File: config.mk
export PLATFORM = sky130hd
export DESIGN_NAME = async_req_src
export DESIGN_NICKNAME = d
export VERILOG_FILES = /design/src/cluster_pkg.sv /design/src/async_req_src.sv
export SDC_FILE = /design/constraint.sdc
export NUM_CORES = 1
export LEC_CHECK = 0
export BUFFER_PORTS_ARGS = -buffer_cell sky130_fd_sc_hd__clkbuf_2
export CAP_MARGIN = 15
export CORE_MARGIN = 5
export CORE_UTILIZATION = 51
export DETAILED_ROUTE_END_ITERATION = 7
export GPL_TIMING_DRIVEN = 1
export PLACE_DENSITY = 0.92
export SETUP_SLACK_MARGIN = 0.15
export SYNTH_ARGS = -nofsm -noshare
export SYNTH_HDL_FRONTEND = slang
export SYNTH_SLANG_ARGS = --single-unit
File: constraint.sdc
create_clock -name clk_i -period 4 [get_ports clk_i]
set_input_delay 0.6 -clock clk_i [delete_from_list [all_inputs] [get_ports clk_i]]
set_output_delay 0.6 -clock clk_i [all_outputs]
set_load 0.1 [all_outputs]
File: src/cluster_pkg.sv
/*
 * Cluster egress shared definitions
 * Widths, FIFO depth, outstanding limit, vector types and arbiter states
 */

`default_nettype none

package cluster_pkg;

  // --------------------------------------------------
  // Request and ID widths
  // --------------------------------------------------
  localparam int NUM_PORTS  = 2;
  localparam int ADDR_W     = 32;
  localparam int CORE_ID_W  = 2;
  localparam int PORT_IDX_W = 1;
  // Port index sits above the core ID
  localparam int SOC_ID_W   = PORT_IDX_W + CORE_ID_W;

  // --------------------------------------------------
  // CDC FIFO and flow control
  // --------------------------------------------------
  localparam int LOG_DEPTH       = 2;
  localparam int PTR_W           = LOG_DEPTH + 1;
  localparam int ENTRY_W         = SOC_ID_W + ADDR_W;
  localparam int MAX_OUTSTANDING = 3;
  localparam int CNT_W           = 2;

  typedef logic [ADDR_W-1:0]     addr_t;
  typedef logic [CORE_ID_W-1:0]  core_id_t;
  typedef logic [SOC_ID_W-1:0]   soc_id_t;
  typedef logic [PORT_IDX_W-1:0] port_idx_t;
  typedef logic [PTR_W-1:0]      gray_ptr_t;
  // Entry layout, widened ID in the upper bits
  typedef logic [ENTRY_W-1:0]    entry_t;

  typedef enum logic {
    ARB_IDLE,
    ARB_HOLD
  } arb_state_e;

endpackage

`default_nettype wire

File: src/async_req_src.sv
/*
 * Async request FIFO, source half
 * Entry array and gray write pointer go out, gray read pointer comes back
 */

`default_nettype none

module async_req_src import cluster_pkg::*; (
  input  logic                         clk_i,
  input  logic                         rst_n_i,
  input  logic                         push_valid_i,
  output logic                         push_ready_o,
  input  entry_t                       push_entry_i,
  output gray_ptr_t                    wptr_o,
  output entry_t [2**LOG_DEPTH-1:0]    data_o,
  input  gray_ptr_t                    rptr_i
);

  entry_t [2**LOG_DEPTH-1:0] mem_q;
  logic      [PTR_W-1:0]     wptr_bin_q;
  logic      [PTR_W-1:0]     wptr_bin_d;
  gray_ptr_t                 wptr_gray_q;
  gray_ptr_t                 rptr_sync1_q;
  gray_ptr_t                 rptr_sync2_q;
  logic                      full;
  logic                      write;
  logic      [PTR_W-1:0]     fill_cnt;

  function automatic logic [PTR_W-1:0] gray2bin(input gray_ptr_t g);
    logic [PTR_W-1:0] b;
    b[PTR_W-1] = g[PTR_W-1];
    for (int i = PTR_W - 2; i >= 0; i--) begin
      b[i] = b[i+1] ^ g[i];
    end
    return b;
  endfunction

  // --------------------------------------------------
  // Read pointer synchronizer
  // --------------------------------------------------
  always_ff @(posedge clk_i or negedge rst_n_i) begin
    if (!rst_n_i) begin
      rptr_sync1_q <= '0;
      rptr_sync2_q <= '0;
    end else begin
      rptr_sync1_q <= rptr_i;
      rptr_sync2_q <= rptr_sync1_q;
    end
  end

  // Full when a whole lap ahead: top two gray bits flipped
  assign full = (wptr_gray_q == {~rptr_sync2_q[PTR_W-1:PTR_W-2], rptr_sync2_q[PTR_W-3:0]});
  assign push_ready_o = !full;
  assign write        = push_valid_i && push_ready_o;
  assign wptr_bin_d   = wptr_bin_q + 1'b1;

  // --------------------------------------------------
  // Write side
  // --------------------------------------------------
  always_ff @(posedge clk_i or negedge rst_n_i) begin
    if (!rst_n_i) begin
      wptr_bin_q  <= '0;
      wptr_gray_q <= '0;
    end else if (write) begin
      wptr_bin_q  <= wptr_bin_d;
      wptr_gray_q <= wptr_bin_d ^ (wptr_bin_d >> 1);
    end
  end

  always_ff @(posedge clk_i) begin
    if (write) mem_q[wptr_bin_q[LOG_DEPTH-1:0]] <= push_entry_i;
  end

  assign wptr_o = wptr_gray_q;
  assign data_o = mem_q;

  // Binary cross-check of the gray full logic against the remote pointer
  assign fill_cnt = wptr_bin_q - gray2bin(rptr_sync2_q);

  a_no_overwrite: assert property (@(posedge clk_i) disable iff (!rst_n_i)
    write |-> fill_cnt < PTR_W'(2**LOG_DEPTH))
    else $error("write into a FIFO slot not yet read");

endmodule

`default_nettype wire

==> Word-level counts from Yosys, hierarchy flattened <==
Index checks and enable logic that the tools add are counted.
{ "totals": {"regBits": 152, "wordCells": 20} }
{ "op_classes": {"n_addsub": 1, "magnitude_cmp": 2, "n_eq_ne": 1, "muxes": 3, "bitwise": 2, "n_reduce_logical": 3} }
{ "op_table": {"columns": ["operator", "n"], "rows": [
  ["140-bit bitwise mux", 1],
  ["35-bit demux with 2-bit select", 1],
  ["35-bit two-way mux", 1],
  ["3-bit by 1-bit adder with 3-bit output (second input constant)", 1],
  ["3-bit == test", 1],
  ["2-bit by 3-bit less-than comparator with 1-bit output (second input constant)", 1],
  ["3-bit by 2-bit XOR with 3-bit output", 1],
  ["2-bit by 1-bit greater-or-equal comparator with 1-bit output (second input constant)", 1],
  ["1-bit logical AND", 2],
  ["2-bit NOT", 1],
  ["1-bit zero test", 1]
]} }

==> Logic depth before layout (Yosys ltp) <==
{ "depth": {"ltp_word": 5, "mapped_depth": 5} }

==> Least setup slack after synthesis <==
No wires, ideal clock.
{ "synth_timing": {"path_kind": "register to register", "startpoint": "reg wptr_gray_q[1] (netlist: wptr_o[1])", "endpoint": "reg mem_q (netlist bit data_o[105]), enable pin", "t_arrival_ps": 2920, "slack_ps": 649, "stages_incl_launch_ff": 3, "path_buffers": 0, "period_less_slack_ps": 3351, "path_cell_list": "dfrtp_1 > xor2_2 > a311oi_2"} }
{ "synth_between": {"elab_chain_cells": 3} }
{ "synth_lines": {"columns": ["element", "line", "text"], "rows": [
  ["start, declared", "async_req_src.sv:22", "gray_ptr_t wptr_gray_q;"],
  ["start signal, assigned", "async_req_src.sv:66", "wptr_gray_q <= wptr_bin_d ^ (wptr_bin_d >> 1);"],
  ["3-bit == test", "async_req_src.sv:52", "assign full = (wptr_gray_q == {~rptr_sync2_q[PTR_W-1:PTR_W-2], rptr_sync2_q[PTR_W-3:0]});"],
  ["1-bit zero test", "async_req_src.sv:53", "assign push_ready_o = !full;"],
  ["1-bit logical AND", "async_req_src.sv:54", "assign write = push_valid_i && push_ready_o;"],
  ["end signal, assigned by index", "async_req_src.sv:71", "if (write) mem_q[wptr_bin_q[LOG_DEPTH-1:0]] <= push_entry_i;"],
  ["end, declared", "async_req_src.sv:19", "entry_t [2**LOG_DEPTH-1:0] mem_q;"]
]} }
Every way passes these cells.
A chain may end at the register's enable or synchronous reset.

==> flow_summary.ini <==
[run_status]
outcome = finished clean

[worst_setup_path]
cp_slowest_cell = dfrtp_1
crit_required_ns = 3.40
path_cells = xor2_2, nand3_1, clkbuf_2
reg2reg_slack_ns = 1.75
cp_num_buf_inv = 1
start_kind = flop
path_class = reg -> out
end_kind = output port
crit_fanout = 4
cp.arrival_ns = 1.83
max_stage_delay_ns = 0.46
critical-path-top-delay-family = flip-flops

[placement]
place_congestion = 0.7324
numPortBuffers = 184
post_dp_cell_area_um2 = 5837
dp.final_hpwl_mm = 6.587
place_inst = 472
dp_slack_ns = 1.656

[timing]
rsz0062_at_grt = false
tns_ns = 0
hold_viol = 0
worstMarginPinSlew_ns = 1.125
final-max-slew-violation-count = 0
setup_viol = 0
fmax_mhz = 411.5
slew_headroom_pct = 24.99
fin_ws_ns = 1.570
period_needed_ns = 2.430
fin_skew_ns = 0.01089
finalCritPeriodShare_pct = 60.76

[synthesis]
ys_types = 14
synth_top_family_by_area = XOR/XNOR gates
netlist_instances = 177
synth_async_sr_flop_share_pct = 7.285
synth_common_cells = edfxtp_1 (140), dfrtp_1 (11), ha_1 (4), inv_1 (4), xnor2_1 (4)
synth-compound-area-share_pct = 0.7634
yosysMostFrequentCell = edfxtp_1
synth_area_um2 = 4753
synthSimpleGateAreaFrac_pct = 0.5791
synth_top_area_share_pct = 88.44
yosys_register_bits = 151
synth_flop_cell = edfxtp_1
synthAdderAreaFrac_pct = 1.053
ys_warn_count = 0
synth.area.mux_share_pct = 0.9476
synth_top_cell_by_area = edfxtp_1
syn-num-nets = 222
syn_avg_cell_area_um2 = 26.85
seq_area_frac_synth_pct = 94.24
synth-xor-area-share_pct = 1.948
synth_edf_count = 140
ys_top_cells_by_area = edfxtp_1 (88%), dfrtp_1 (5.8%), ha_1 (1.1%)

[drt]
antenna_left = 0
initialDrtViolationCount = 104
viasPerCell = 4.840
drt_wl_total_mm = 9.675
detail_route.wl_per_cell_um = 19.16
first_pass_iters = 4
num_vias = 2444
drc = 0

[layout]
final_area_um2 = 6439
regArea_um2 = 4479
fill_cells = 567
drive_gt1_share_pct = 57.11
instances_no_fill = 505
multi_input_area_um2 = 262.8
syn_to_final_growth_pct = 35.46
fin_nets = 426
antennaDiodeCount = 0

[clocking]
ctsResizeCount = 0
clk_pin_slew_worst_paths_ns = 0.06
htreeDepth = 4
cts_made_buffers = 17
clock-root-buffer = clkbuf_8
cts_tree = built
clock_latency_ns = 0.50
cts_sinks = 151
post_cts_buffers = 0
max-clock-path-buffers = 2

[die]
start_util_pct = 51.93
dieArea_um2 = 11350
die_h_um = 106.5
core_um2 = 9153
rows = 35
io_pins = 185
die_w_um = 106.5

[grt]
grt_overflow = 0
grt_pass1_wl_mm = 14.90
first_global_vias = 2711
antenna_found_initial = 0
grt_use_total_pct = 17.54
grt_max_degree = 36

[flow_run]
cap_viol_max_count = 0

[min_path]
min_path_type = in -> reg
==> flip-flops by register name, indices dropped and copies added (netlist names) <==
| signal | flops |
|---|---|
| data_o | 140 |
| rptr_sync2_q | 3 |
| rptr_sync1_q | 3 |
| wptr_bin_q | 3 |
| wptr_o | 2 |
==> metal layers <==
| layer | vias to the layer above | global-route usage [%] | part of all wire (%) |
|---|---|---|---|
| met2 | 127 | 30.18 | 52 |
| li1 | 1108 | - | - |
| met3 | 9 | 7.407 | 9.1 |
| met1 | 1200 | 20.03 | 38 |
| met4 | 0 | 5.297 | 0.89 |
| met5 | - | 0 | 0 |
==> worst reg2reg max path: cells and delay by family (launching register included) <==
kind	cells	cell delay, ns
flip-flops	1	0.45
AO/OA/AOI/OAI	1	1.01
XOR/XNOR	1	0.22
buffers and inverters	1	0.26
==> path summary, 6_finish.rpt <==
kind,from,end,depth (start not counted)
max in group asynchronous,rst_n_i,wptr_o[0],2
max reg2reg,wptr_bin_q[2],data_o[115],3
min in group asynchronous,rst_n_i,rptr_sync1_q[2],2
min reg2reg,rptr_sync1_q[0],rptr_sync2_q[0],0
min,rptr_i[1],rptr_sync1_q[1],1
max,wptr_bin_q[2],push_ready_o,3
==> cells in the final DEF, fill, tap and decap left out, drive strengths merged <==
master,Yosys,layout
a31oi,1,1
xor2,3,3
and2,3,3
dlygate4sd3,0,1
clkinv,0,4
mux2,3,3
clkbuf,0,209
dfrtp,11,11
xnor2,5,5
inv,4,7
a311oi,1,1
ha,4,4
nand3,1,1
buf,1,1
edfxtp,140,140
==> kinds of logic after synthesis <==
logic type	after synthesis
fa+ha+maj	4
mux	3
flops	151
simple gates	4
compound gates	2
buf+inv	5
xor+xnor	8
==> cell type report <==
type	instances	area share [%]
clock inverters	7	0.8162
multi-input cells	21	4.081
repair buffers	186	14.77
inverters	4	0.2332
well taps	111	2.157
clock buffers	25	8.375
flip-flops and latches	151	69.57
==> what timing repair did <==
| item | in CTS | in global routing |
|---|---|---|
| hold buffers | 1 | 0 |
| setup endpoints to repair | 0 | 0 |
| hold endpoints to repair | 11 | 0 |
==> per-stage QoR <==
step | hold WS, ns | utilization (%)
5_1_grt | 0.1736 | 70.35
6_report | 0.2048 | 70.35
3_5_place_dp | 0.3379 | 63.77
3_3_place_gp | 0.3352 | 63.77
2_1_floorplan | 0.3044 | -
4_1_cts | 0.1792 | 70.35
Power is left out: the tool's default activity adds up to more than one toggle a clock period on the data nets, which glitch-free logic cannot reach.
