==> src/cluster_pkg.sv <==
/*
 * Cluster egress shared definitions
 * Widths, FIFO depth, outstanding limit, vector types and arbiter states
 */

`default_nettype none

package cluster_pkg;

  // --------------------------------------------------
  // Request and ID widths
  // --------------------------------------------------
  localparam int NUM_PORTS  = 2;
  localparam int ADDR_W     = 32;
  localparam int CORE_ID_W  = 2;
  localparam int PORT_IDX_W = 1;
  // Port index sits above the core ID
  localparam int SOC_ID_W   = PORT_IDX_W + CORE_ID_W;

  // --------------------------------------------------
  // CDC FIFO and flow control
  // --------------------------------------------------
  localparam int LOG_DEPTH       = 2;
  localparam int PTR_W           = LOG_DEPTH + 1;
  localparam int ENTRY_W         = SOC_ID_W + ADDR_W;
  localparam int MAX_OUTSTANDING = 3;
  localparam int CNT_W           = 2;

  typedef logic [ADDR_W-1:0]     addr_t;
  typedef logic [CORE_ID_W-1:0]  core_id_t;
  typedef logic [SOC_ID_W-1:0]   soc_id_t;
  typedef logic [PORT_IDX_W-1:0] port_idx_t;
  typedef logic [PTR_W-1:0]      gray_ptr_t;
  // Entry layout, widened ID in the upper bits
  typedef logic [ENTRY_W-1:0]    entry_t;

  typedef enum logic {
    ARB_IDLE,
    ARB_HOLD
  } arb_state_e;

endpackage

`default_nettype wire

==> src/outstanding_counter.sv <==
/*
 * Outstanding transaction counter
 * One saturating count per port, blocks the port at the limit
 */

`default_nettype none

module outstanding_counter import cluster_pkg::*; (
  input  logic                 clk_i,
  input  logic                 rst_n_i,
  input  logic [NUM_PORTS-1:0] issue_fire_i,
  input  logic [NUM_PORTS-1:0] done_fire_i,
  output logic [NUM_PORTS-1:0] port_block_o
);

  logic [NUM_PORTS-1:0][CNT_W-1:0] cnt_q;

  always_ff @(posedge clk_i or negedge rst_n_i) begin
    if (!rst_n_i) begin
      cnt_q <= '0;
    end else begin
      for (int i = 0; i < NUM_PORTS; i++) begin
        // Issue and done together leave the count as is
        case ({issue_fire_i[i], done_fire_i[i]})
          2'b10: if (cnt_q[i] != CNT_W'(MAX_OUTSTANDING)) cnt_q[i] <= cnt_q[i] + 1'b1;
          2'b01: if (cnt_q[i] != '0) cnt_q[i] <= cnt_q[i] - 1'b1;
          default: ;
        endcase
      end
    end
  end

  for (genvar i = 0; i < NUM_PORTS; i++) begin : g_port
    assign port_block_o[i] = (cnt_q[i] == CNT_W'(MAX_OUTSTANDING));

    // Completion without a matching request
    a_no_underflow: assert property (@(posedge clk_i) disable iff (!rst_n_i)
      done_fire_i[i] |-> cnt_q[i] != '0)
      else $error("completion on port %0d with nothing open", i);

    a_no_issue_blocked: assert property (@(posedge clk_i) disable iff (!rst_n_i)
      issue_fire_i[i] |-> !port_block_o[i])
      else $error("request issued on blocked port %0d", i);
  end

endmodule

`default_nettype wire

==> config.mk <==
export PLATFORM = sky130hd
export DESIGN_NAME = outstanding_counter
export DESIGN_NICKNAME = d
export VERILOG_FILES = /design/src/cluster_pkg.sv /design/src/outstanding_counter.sv
export SDC_FILE = /design/constraint.sdc
export NUM_CORES = 1
export LEC_CHECK = 0
export ABC_AREA = 1
export BUFFER_PORTS_ARGS = -buffer_cell sky130_fd_sc_hd__buf_4
export CAP_MARGIN = 20
export CELL_PAD_IN_SITES_DETAIL_PLACEMENT = 0
export CELL_PAD_IN_SITES_GLOBAL_PLACEMENT = 2
export CORE_AREA = 2 2 39 41
export DETAILED_ROUTE_END_ITERATION = 16
export DIE_AREA = 0 0 41 43
export PLACE_DENSITY = 0.56
export SYNTH_ARGS = -nofsm -noshare
export SYNTH_HDL_FRONTEND = slang
export SYNTH_SLANG_ARGS = --single-unit
==> constraint.sdc <==
create_clock -name clk_i -period 1.04 [get_ports clk_i]
set_clock_uncertainty 0.15 [all_clocks]
set_input_delay 0.156 -clock clk_i [delete_from_list [all_inputs] [get_ports clk_i]]
set_output_delay 0.156 -clock clk_i [all_outputs]
set_load 0.01 [all_outputs]
# After elaboration in Yosys (flattened, before gate mapping)
# Cells that the tools add are included.
# word_totals
register_bits,4
in_bits,6
# op_classes
add_sub_neg,4
eq_ne,12
n_mux,6
reduce_logical,6
# ops
op,n
2-bit inequality test (second input constant),6
2-bit == test (second input constant),4
2-bit 2-to-1 mux,4
2-bit case mux with 2 select lines,2
2-bit nonzero test,4
3-bit AND reduction,2
2-bit by 1-bit adder with 2-bit output (second input constant),2
2-bit by 1-bit == test with 1-bit output (second input constant),2
2-bit by 1-bit subtractor with 2-bit output (second input constant),2

# Logic depth before layout (Yosys ltp)
# Gate-level depths: netlist of run 1.
# logic_depth
depth_word,3
depth_mapped,5

# Worst setup path before layout of run 1
# Ideal clock, no wire load.
# synth_timing
kind,register -> register
startpoint,register cnt_q[0] in the netlist's numbering
endpoint,register cnt_q[0] in the netlist's numbering
setup_time_ns,0.116
arrival_ns,0.667
required_ns,0.774
slack_ns,0.107
path_stages_with_launch,5
path_buffers,0
synth_period_minus_slack_ns,0.933
cell_sequence,dfrtp_1 nor2_2 nor2_1 nand2_1 nand2_1
# synth_via
elab_chain_len,3
elab_cells_between_ends,10
cone_classes,2 x add/sub; 3 x eq/ne; 3 x mux; 2 x reduce/logical
# synth_lines
item,line,rtl
from (decl),outstanding_counter.sv:16,logic [NUM_PORTS-1:0][CNT_W-1:0] cnt_q;
from (signal assigned),outstanding_counter.sv:20,cnt_q <= '0;
2-bit by 1-bit subtractor with 2-bit output (tied with other cells),outstanding_counter.sv:26,2'b01: if (cnt_q[i] != '0) cnt_q[i] <= cnt_q[i] - 1'b1;
2-bit 2-to-1 mux (tied with other cells),outstanding_counter.sv:26,
2-bit case mux with 2 select lines / 3-bit AND reduction (equally long branches),--,
# Parallel ways exist; a longest one is shown, timed or not. The select of a mux whose other input is x is not followed.
# A chain may end at the register's enable or synchronous reset.

# Worst setup path in the final report of run 1
# layout_timing
startpoint,register cnt_q[0] in the netlist's numbering
endpoint,output port_block_o[0]
# layout_via
elab_chain_len,1
# layout_lines
item,line,rtl
2-bit == test,outstanding_counter.sv:34,assign port_block_o[i] = (cnt_q[i] == CNT_W'(MAX_OUTSTANDING));
to (decl),outstanding_counter.sv:13,output logic [NUM_PORTS-1:0] port_block_o
# Every way passes these cells.

==> qor.txt, run 1 <==
Mapped Area: 230.2 um2
Most common cell after layout, fill and taps aside: nand2_1
Post-Route Setup TNS: -0.2422 ns
WL met1: 217 um
Synth Area in Simple Gates: 40.22%
Clock slew seen by the registers of the worst setup and hold paths: 0.03 ns
Power Density: 1646 nW/um2
Seq/Total Area, Yosys: 43.48%
Unrepaired setup endpoints after global routing: true
Met2 WL: 358 um
Final setup violation count: 3
GPL Wtd Cong: 0.6302
TritonCTS clock tree: built
Synth warnings: 0
Pint: 0.4644 mW
I/O pin cnt: 8
Hold Slack: -0.00001701 ns
Post-route ant nets: 0
Core ar.: 1384 um2
Post-Syn Instances: 34
Fill count: 156
H-tree depth: 1
Main combinational cell family by area after synthesis: simple AND/OR/NAND/NOR gates
Routed WL per cell: 9.313 um
Crit-path max FO: 2
DR iter-0 viols: 5
Initial antenna violation count: 0
CP Data Required Time: 0.73 ns
Final std cells w/o fill: 67
# DRC: 0
Synth cell types: 7
Largest Register: cnt_q
Post-synthesis xor/xnor area fraction: 0%
Largest net degree at the start of global routing: 5
Flops & latches, synth: 4
Sequential share of power: 31.4%
N_diodes: 0
Fin nets: 59
Outcome: finished with violations
Final Hold Fails: 1
CTS root buffer: clkbuf_4
Post-Route WL: 624 um
Crit path capture type: output pin
Port Buffers: 7
Comb power frac: 39.9%
Fin crit share: 110.2%
Worst Setup Path Type: reg -> out
Area delta synth->final: 78.26%
Sinks on Clock Net: 4
Post-layout min period: 1.146 ns
Psw: 0.2113 mW
Biggest regs: cnt_q (4)
Worst Hold Class: in -> reg
Max Cap Viol: 0
Mapped Avg Cell Area: 6.771 um2
Post-synthesis adder-cell area fraction: 0%
Mux cell area share after synthesis: 0%
Slew headroom: 90.19%
Routed vias: 282
Clock power frac: 28.6%
Critical Path AT: 0.84 ns
Post-Syn Nets: 40
Die Width: 41 um
GRT overflow: 0
Highest Clock Rate: 0.8729 GHz
Die Height: 43 um
CTS Buf Count: 3
Drt pass-1 iters: 2
Crit start category: flip-flop
Post-synthesis compound-gate area fraction: 6.522%
CTS max path bufs: 2
Placed insts: 57
DR WL met3: 22 um
Max layer used: met4
Total track usage: 10.08%
Switching share of total power: 31.28%
Failing checks: hold timing, setup timing
Leak: 0.2351 nW
Most frequent cells in the layout: 14 x nand2_1, 9 x buf_4, 6 x inv_1
Worst slew pin tran: 0.1472 ns
Initial Utilization: 16.64%
First-pass GRT wire length: 1.048 mm
Die area: 1763 um2
Routed vias/inst: 4.209
Row count: 14
Layout cells sized above 1: 33.33%
Vias in the first global route: 281
Maximum vdd drop: 0.3787 mV
Worst-skew pair later-pin latency: 0.24 ns
Setup ws final: -0.1056 ns
Worst R2R Setup Slack: -0.04 ns
Pwr Total: 0.6757 mW
Max FFs per register: 4
Count of pins over their slew limit: 0
Dpl hpwl: 409.8 um
## cell type report
class / count / area (um2) / share of cell area, %
multi-input cells: 24 / 122.6 / 29.88
flip-flops and latches: 4 / 100.1 / 24.39
inverters: 6 / 22.52 / 5.488
repair buffers: 14 / 122.6 / 29.88
well taps: 16 / 20.02 / 4.878
clock buffers: 3 / 22.52 / 5.488
## repair_timing
| item | 4_1_cts | 5_1_grt |
|---|---|---|
| setup endpoints to repair | 2 | 6 |
| resized for setup | 3 | 3 |
| setup buffers | 4 | 0 |
| gates cloned | 0 | 0 |
| endpoints found under the hold margin | 7 | 0 |
| hold buffers | 3 | 0 |
| pin swaps | 2 | 1 |
## synth_stat cells, drive strengths merged
library cell / number / area share [%]
nand3: 4 / 8.7
dfrtp: 4 / 43
nor2: 4 / 8.7
nand2: 14 / 23
a22oi: 2 / 6.5
inv: 6 / 9.8
## logic make-up (layout without fill, tap and decap cells)
| family | count (synthesis) | after routing |
|---|---|---|
| buffers and inverters | 6 | 23 |
| and+or+nand+nor | 22 | 22 |
| DFF | 4 | 4 |
| AOI/OAI and AO/OA | 2 | 2 |
## stage by stage
stage / instance area [um2] / worst slack [ns] / hold WS [ns] / util [%]
after floorplan: 230.2 / 0.1067 / -0.2896 / -
after CTS: 399.1 / -0.1046 / 0.003627 / 28.84
final: 410.4 / -0.1056 / -0.00001701 / 29.66
after global routing: 410.4 / -0.1765 / 0.001432 / 29.66
after detailed placement: 302.8 / 0.01876 / -0.1967 / 21.88
after global placement: 302.8 / 0.05711 / -0.1945 / 21.88
## path summary, 6_finish.rpt
check / start / endpoint / cells after the start
min in group asynchronous: rst_n_i / cnt_q[2]$_DFFE_PN0P_ / 2
max in group asynchronous: rst_n_i / cnt_q[0]$_DFFE_PN0P_ / 2
max: cnt_q[0]$_DFFE_PN0P_ / port_block_o[0] / 3
min reg2reg: cnt_q[3]$_DFFE_PN0P_ / cnt_q[2]$_DFFE_PN0P_ / 5
max reg2reg: cnt_q[0]$_DFFE_PN0P_ / cnt_q[0]$_DFFE_PN0P_ / 6
min: done_fire_i[0] / cnt_q[1]$_DFFE_PN0P_ / 2
## power groups by stage
stage | Sequential, mW | Combinational (mW) | Clock (mW)
after floorplan | 0.225 | 0.0926 | 0
after global placement | 0.234 | 0.150 | 0
after detailed placement | 0.236 | 0.153 | 0
after CTS | 0.211 | 0.255 | 0.203
after global routing | 0.221 | 0.299 | 0.218
final | 0.212 | 0.270 | 0.194
## worst max-delay path: stages, from the launching register on
cell     delay (ns)
dfrtp_1        0.37
nand2_1        0.07
inv_1          0.05
buf_6          0.11
## routing by layer
layer	GRT usage, %	vias to the layer above
met5	0	-
met4	12.00	0
met3	4.712	3
met2	14.06	8
met1	9.121	129
li1	-	142
(Power assumes the default switching activity.)
==> run 2, diff against run 1 <==
- MAX_ROUTING_LAYER: not set -> met4
- clock period: 1.04 -> 1.26 ns (I/O delays scaled with it)
==> run 2 against run 1 <==
Compared with the run above: the run now ends clean; design area fell by 12%; count of clock-buffer cells in the layout unchanged; global-route usage shrank 1.4 points; combinational power shrank 39%; cell count is 4.5% lower; critical path type unchanged; highest routed layer is now met3.
==> qor.txt, run 2 (synthesis gave the netlist of run 1 again) <==
Outcome: completed (was finished with violations)
GPL Wtd Cong: 0.6631 (was 0.6302)
Die Width: 41 um (unchanged)
Initial antenna violation count: 0 (unchanged)
Routed vias: 261 (was 282)
Max Cap Viol: 0 (unchanged)
Worst-skew pair later-pin latency: 0.23 ns (was 0.24 ns)
WL met1: 190 um (was 217 um)
CTS Buf Count: 3 (unchanged)
Pre-CTS setup slack: 0.2220 ns (was 0.01876 ns)
Highest Clock Rate: 0.8289 GHz
I/O pin cnt: 8 (unchanged)
Largest net degree at the start of global routing: 6 (was 5)
Layout cells sized above 1: 35.42% (was 33.33%)
Sequential share of power: 37.0% (was 31.4%)
Buf/Inv on CP: 2 (unchanged)
Row count: 14 (unchanged)
Psw: 0.1530 mW (was 0.2113 mW)
Crit-path max FO: 3 (was 2)
Worst Setup Path Type: reg -> out (unchanged)
Max incr delay on CP: 0.39 ns (was 0.37 ns)
RR Endpoint: cnt_q[0]$_DFFE_PN0P_ (unchanged)
Total track usage: 8.678% (was 10.08%)
Setup ws final: 0.05363 ns (was -0.1056 ns)
Start of the worst register-to-register path: cnt_q[0]$_DFFE_PN0P_ (unchanged)
Hold Path Sink: cnt_q[1]$_DFFE_PN0P_ (unchanged)
Hold Crit Depth: 2 (unchanged)
Most frequent cells in the layout: 14 x nand2_1, 10 x buf_4, 6 x inv_1 (was 14 x nand2_1, 9 x buf_4, 6 x inv_1)
Slowest CP cell: dfrtp_1 (unchanged)
Worst Reg2Reg Path Length in Cells: 6 (unchanged)
Final setup violation count: 0 (was 3)
Max FFs per register: 4 (unchanged)
Clock slew seen by the registers of the worst setup and hold paths: 0.04 ns (was 0.03 ns)
DR WL met3: 16 um (was 22 um)
# DRC: 0 (unchanged)
Biggest regs: cnt_q (4) (unchanged)
Leak: 0.2072 nW (was 0.2351 nW)
CP Data Required Time: 0.92 ns (was 0.73 ns)
Largest Register: cnt_q (unchanged)
Die Height: 43 um (unchanged)
Min-delay src: done_fire_i[0] (unchanged)
CTS root buffer: clkbuf_4 (unchanged)
Worst Setup SP: cnt_q[1]$_DFFE_PN0P_ (was cnt_q[0]$_DFFE_PN0P_)
Worst R2R Setup Slack: 0.12 ns (was -0.04 ns)
GRT overflow: 0 (unchanged)
Area of the multi-input gates: 107.6 um2 (was 122.6 um2)
Power Density: 1402 nW/um2 (was 1646 nW/um2)
Max layer used: met3 (was met4)
Met2 WL: 342 um (was 358 um)
Slew headroom: 88.61% (was 90.19%)
Routed WL per cell: 8.594 um (was 9.313 um)
Final Hold Fails: 0 (was 1)
Area delta synth->final: 56.52% (was 78.26%)
DR iter-0 viols: 2 (was 5)
Critical Path AT: 0.87 ns (was 0.84 ns)
Sinks on Clock Net: 4 (unchanged)
Initial Utilization: 16.64% (unchanged)
Die area: 1763 um2 (unchanged)
Port Buffers: 7 (unchanged)
Dpl hpwl: 419.4 um (was 409.8 um)
Fill count: 166 (was 156)
Post-Route WL: 550 um (was 624 um)
H-tree depth: 1 (unchanged)
Switching share of total power: 30.28% (was 31.28%)
Post-route ant nets: 0 (unchanged)
Clock power frac: 30.3% (was 28.6%)
Comb power frac: 32.7% (was 39.9%)
Core ar.: 1384 um2 (unchanged)
Post-layout min period: 1.206 ns
Vias in the first global route: 249 (was 281)
N_diodes: 0 (unchanged)
CP top delay family: flip-flops (unchanged)
TritonCTS clock tree: built (unchanged)
Crit path capture type: output pin (unchanged)
Count of pins over their slew limit: 0 (unchanged)
Fin nets: 56 (was 59)
CTS max path bufs: 2 (unchanged)
Worst Hold Class: in -> reg (unchanged)
First-pass GRT wire length: 917 um (was 1.048 mm)
Maximum vdd drop: 0.3547 mV (was 0.3787 mV)
Unrepaired setup endpoints after global routing: false (was true)
Post-Route Setup TNS: 0 ns (was -0.2422 ns)
Routed vias/inst: 4.078 (was 4.209)
Fin crit share: 95.74%
Drt pass-1 iters: 2 (unchanged)
Most common cell after layout, fill and taps aside: nand2_1 (unchanged)
Crit path cell chain: nand2_1 > inv_1 > buf_4 (was nand2_1 > inv_1 > buf_6)
Worst slew pin tran: 0.1709 ns (was 0.1472 ns)
Crit start category: flip-flop (unchanged)
Sequential Area: 102.6 um2 (was 100.1 um2)
Pint: 0.3523 mW (was 0.4644 mW)
run 2: cell types whose count changed in the layout (fill, tap and decap cells not counted), sizes merged:
cell,before,now
dlygate4sd3,2,1
buf,11,10
dlymetal6s4s,1,0
run 2: through the flow:
| step | instances | power, mW | hold WS, ns | util [%] | area (um2) |
|---|---|---|---|---|---|
| CTS | 61 | 0.4874 | 0.03147 | 24.23 | 335.3 |
| detailed placement | 57 | 0.3226 | -0.1649 | 21.88 | 302.8 |
| floorplan | 34 | 0.2626 | -0.2566 | - | 230.2 |
| global route | 64 | 0.5479 | 0.04674 | 26.04 | 360.3 |
| finish | 64 | 0.5054 | 0.03674 | 26.04 | 360.3 |
| global placement | 57 | 0.3167 | -0.1629 | 21.88 | 302.8 |
run 2: what timing repair did:
action                                 4_1_cts  5_1_grt
resized for setup                            0        2
hold buffers                                 1        0
endpoints found under the hold margin        4        0
buffers inserted                             0        3
setup endpoints to repair                    0        2
run 2: layout make-up:
cell class	instances	share of cell area, %
flip-flops and latches	4	28.47
repair buffers	11	23.61
inverters	6	6.250
clock buffers	3	6.250
multi-input cells	24	29.86
well taps	16	5.556
run 2: metal layers:
metal,track usage (%),vias to the layer above
li1,-,132
met1,8.795,124
met5,-,-
met3,3.141,0
met2,11.25,5
met4,10.00,0
run 2: power by group through the flow:
stage	Combinational (mW)	Clock [mW]	Sequential [mW]
after floorplan	0.0765	0	0.186
after CTS	0.131	0.163	0.193
after global placement	0.123	0	0.193
after detailed placement	0.128	0	0.195
final	0.165	0.153	0.187
after global routing	0.188	0.169	0.191
run 2: worst max path at each step:
stage	cells after the start	slack, ns	to
3_5_place_dp	5	0.22	cnt_q[0]$_DFFE_PN0P_
3_3_place_gp	3	0.28	port_block_o[0]
5_1_grt	3	0.009	port_block_o[1]
2_1_floorplan	4	0.33	cnt_q[0]$_DFFE_PN0P_
4_1_cts	3	0.01	port_block_o[0]
6_report	3	0.05	port_block_o[0]
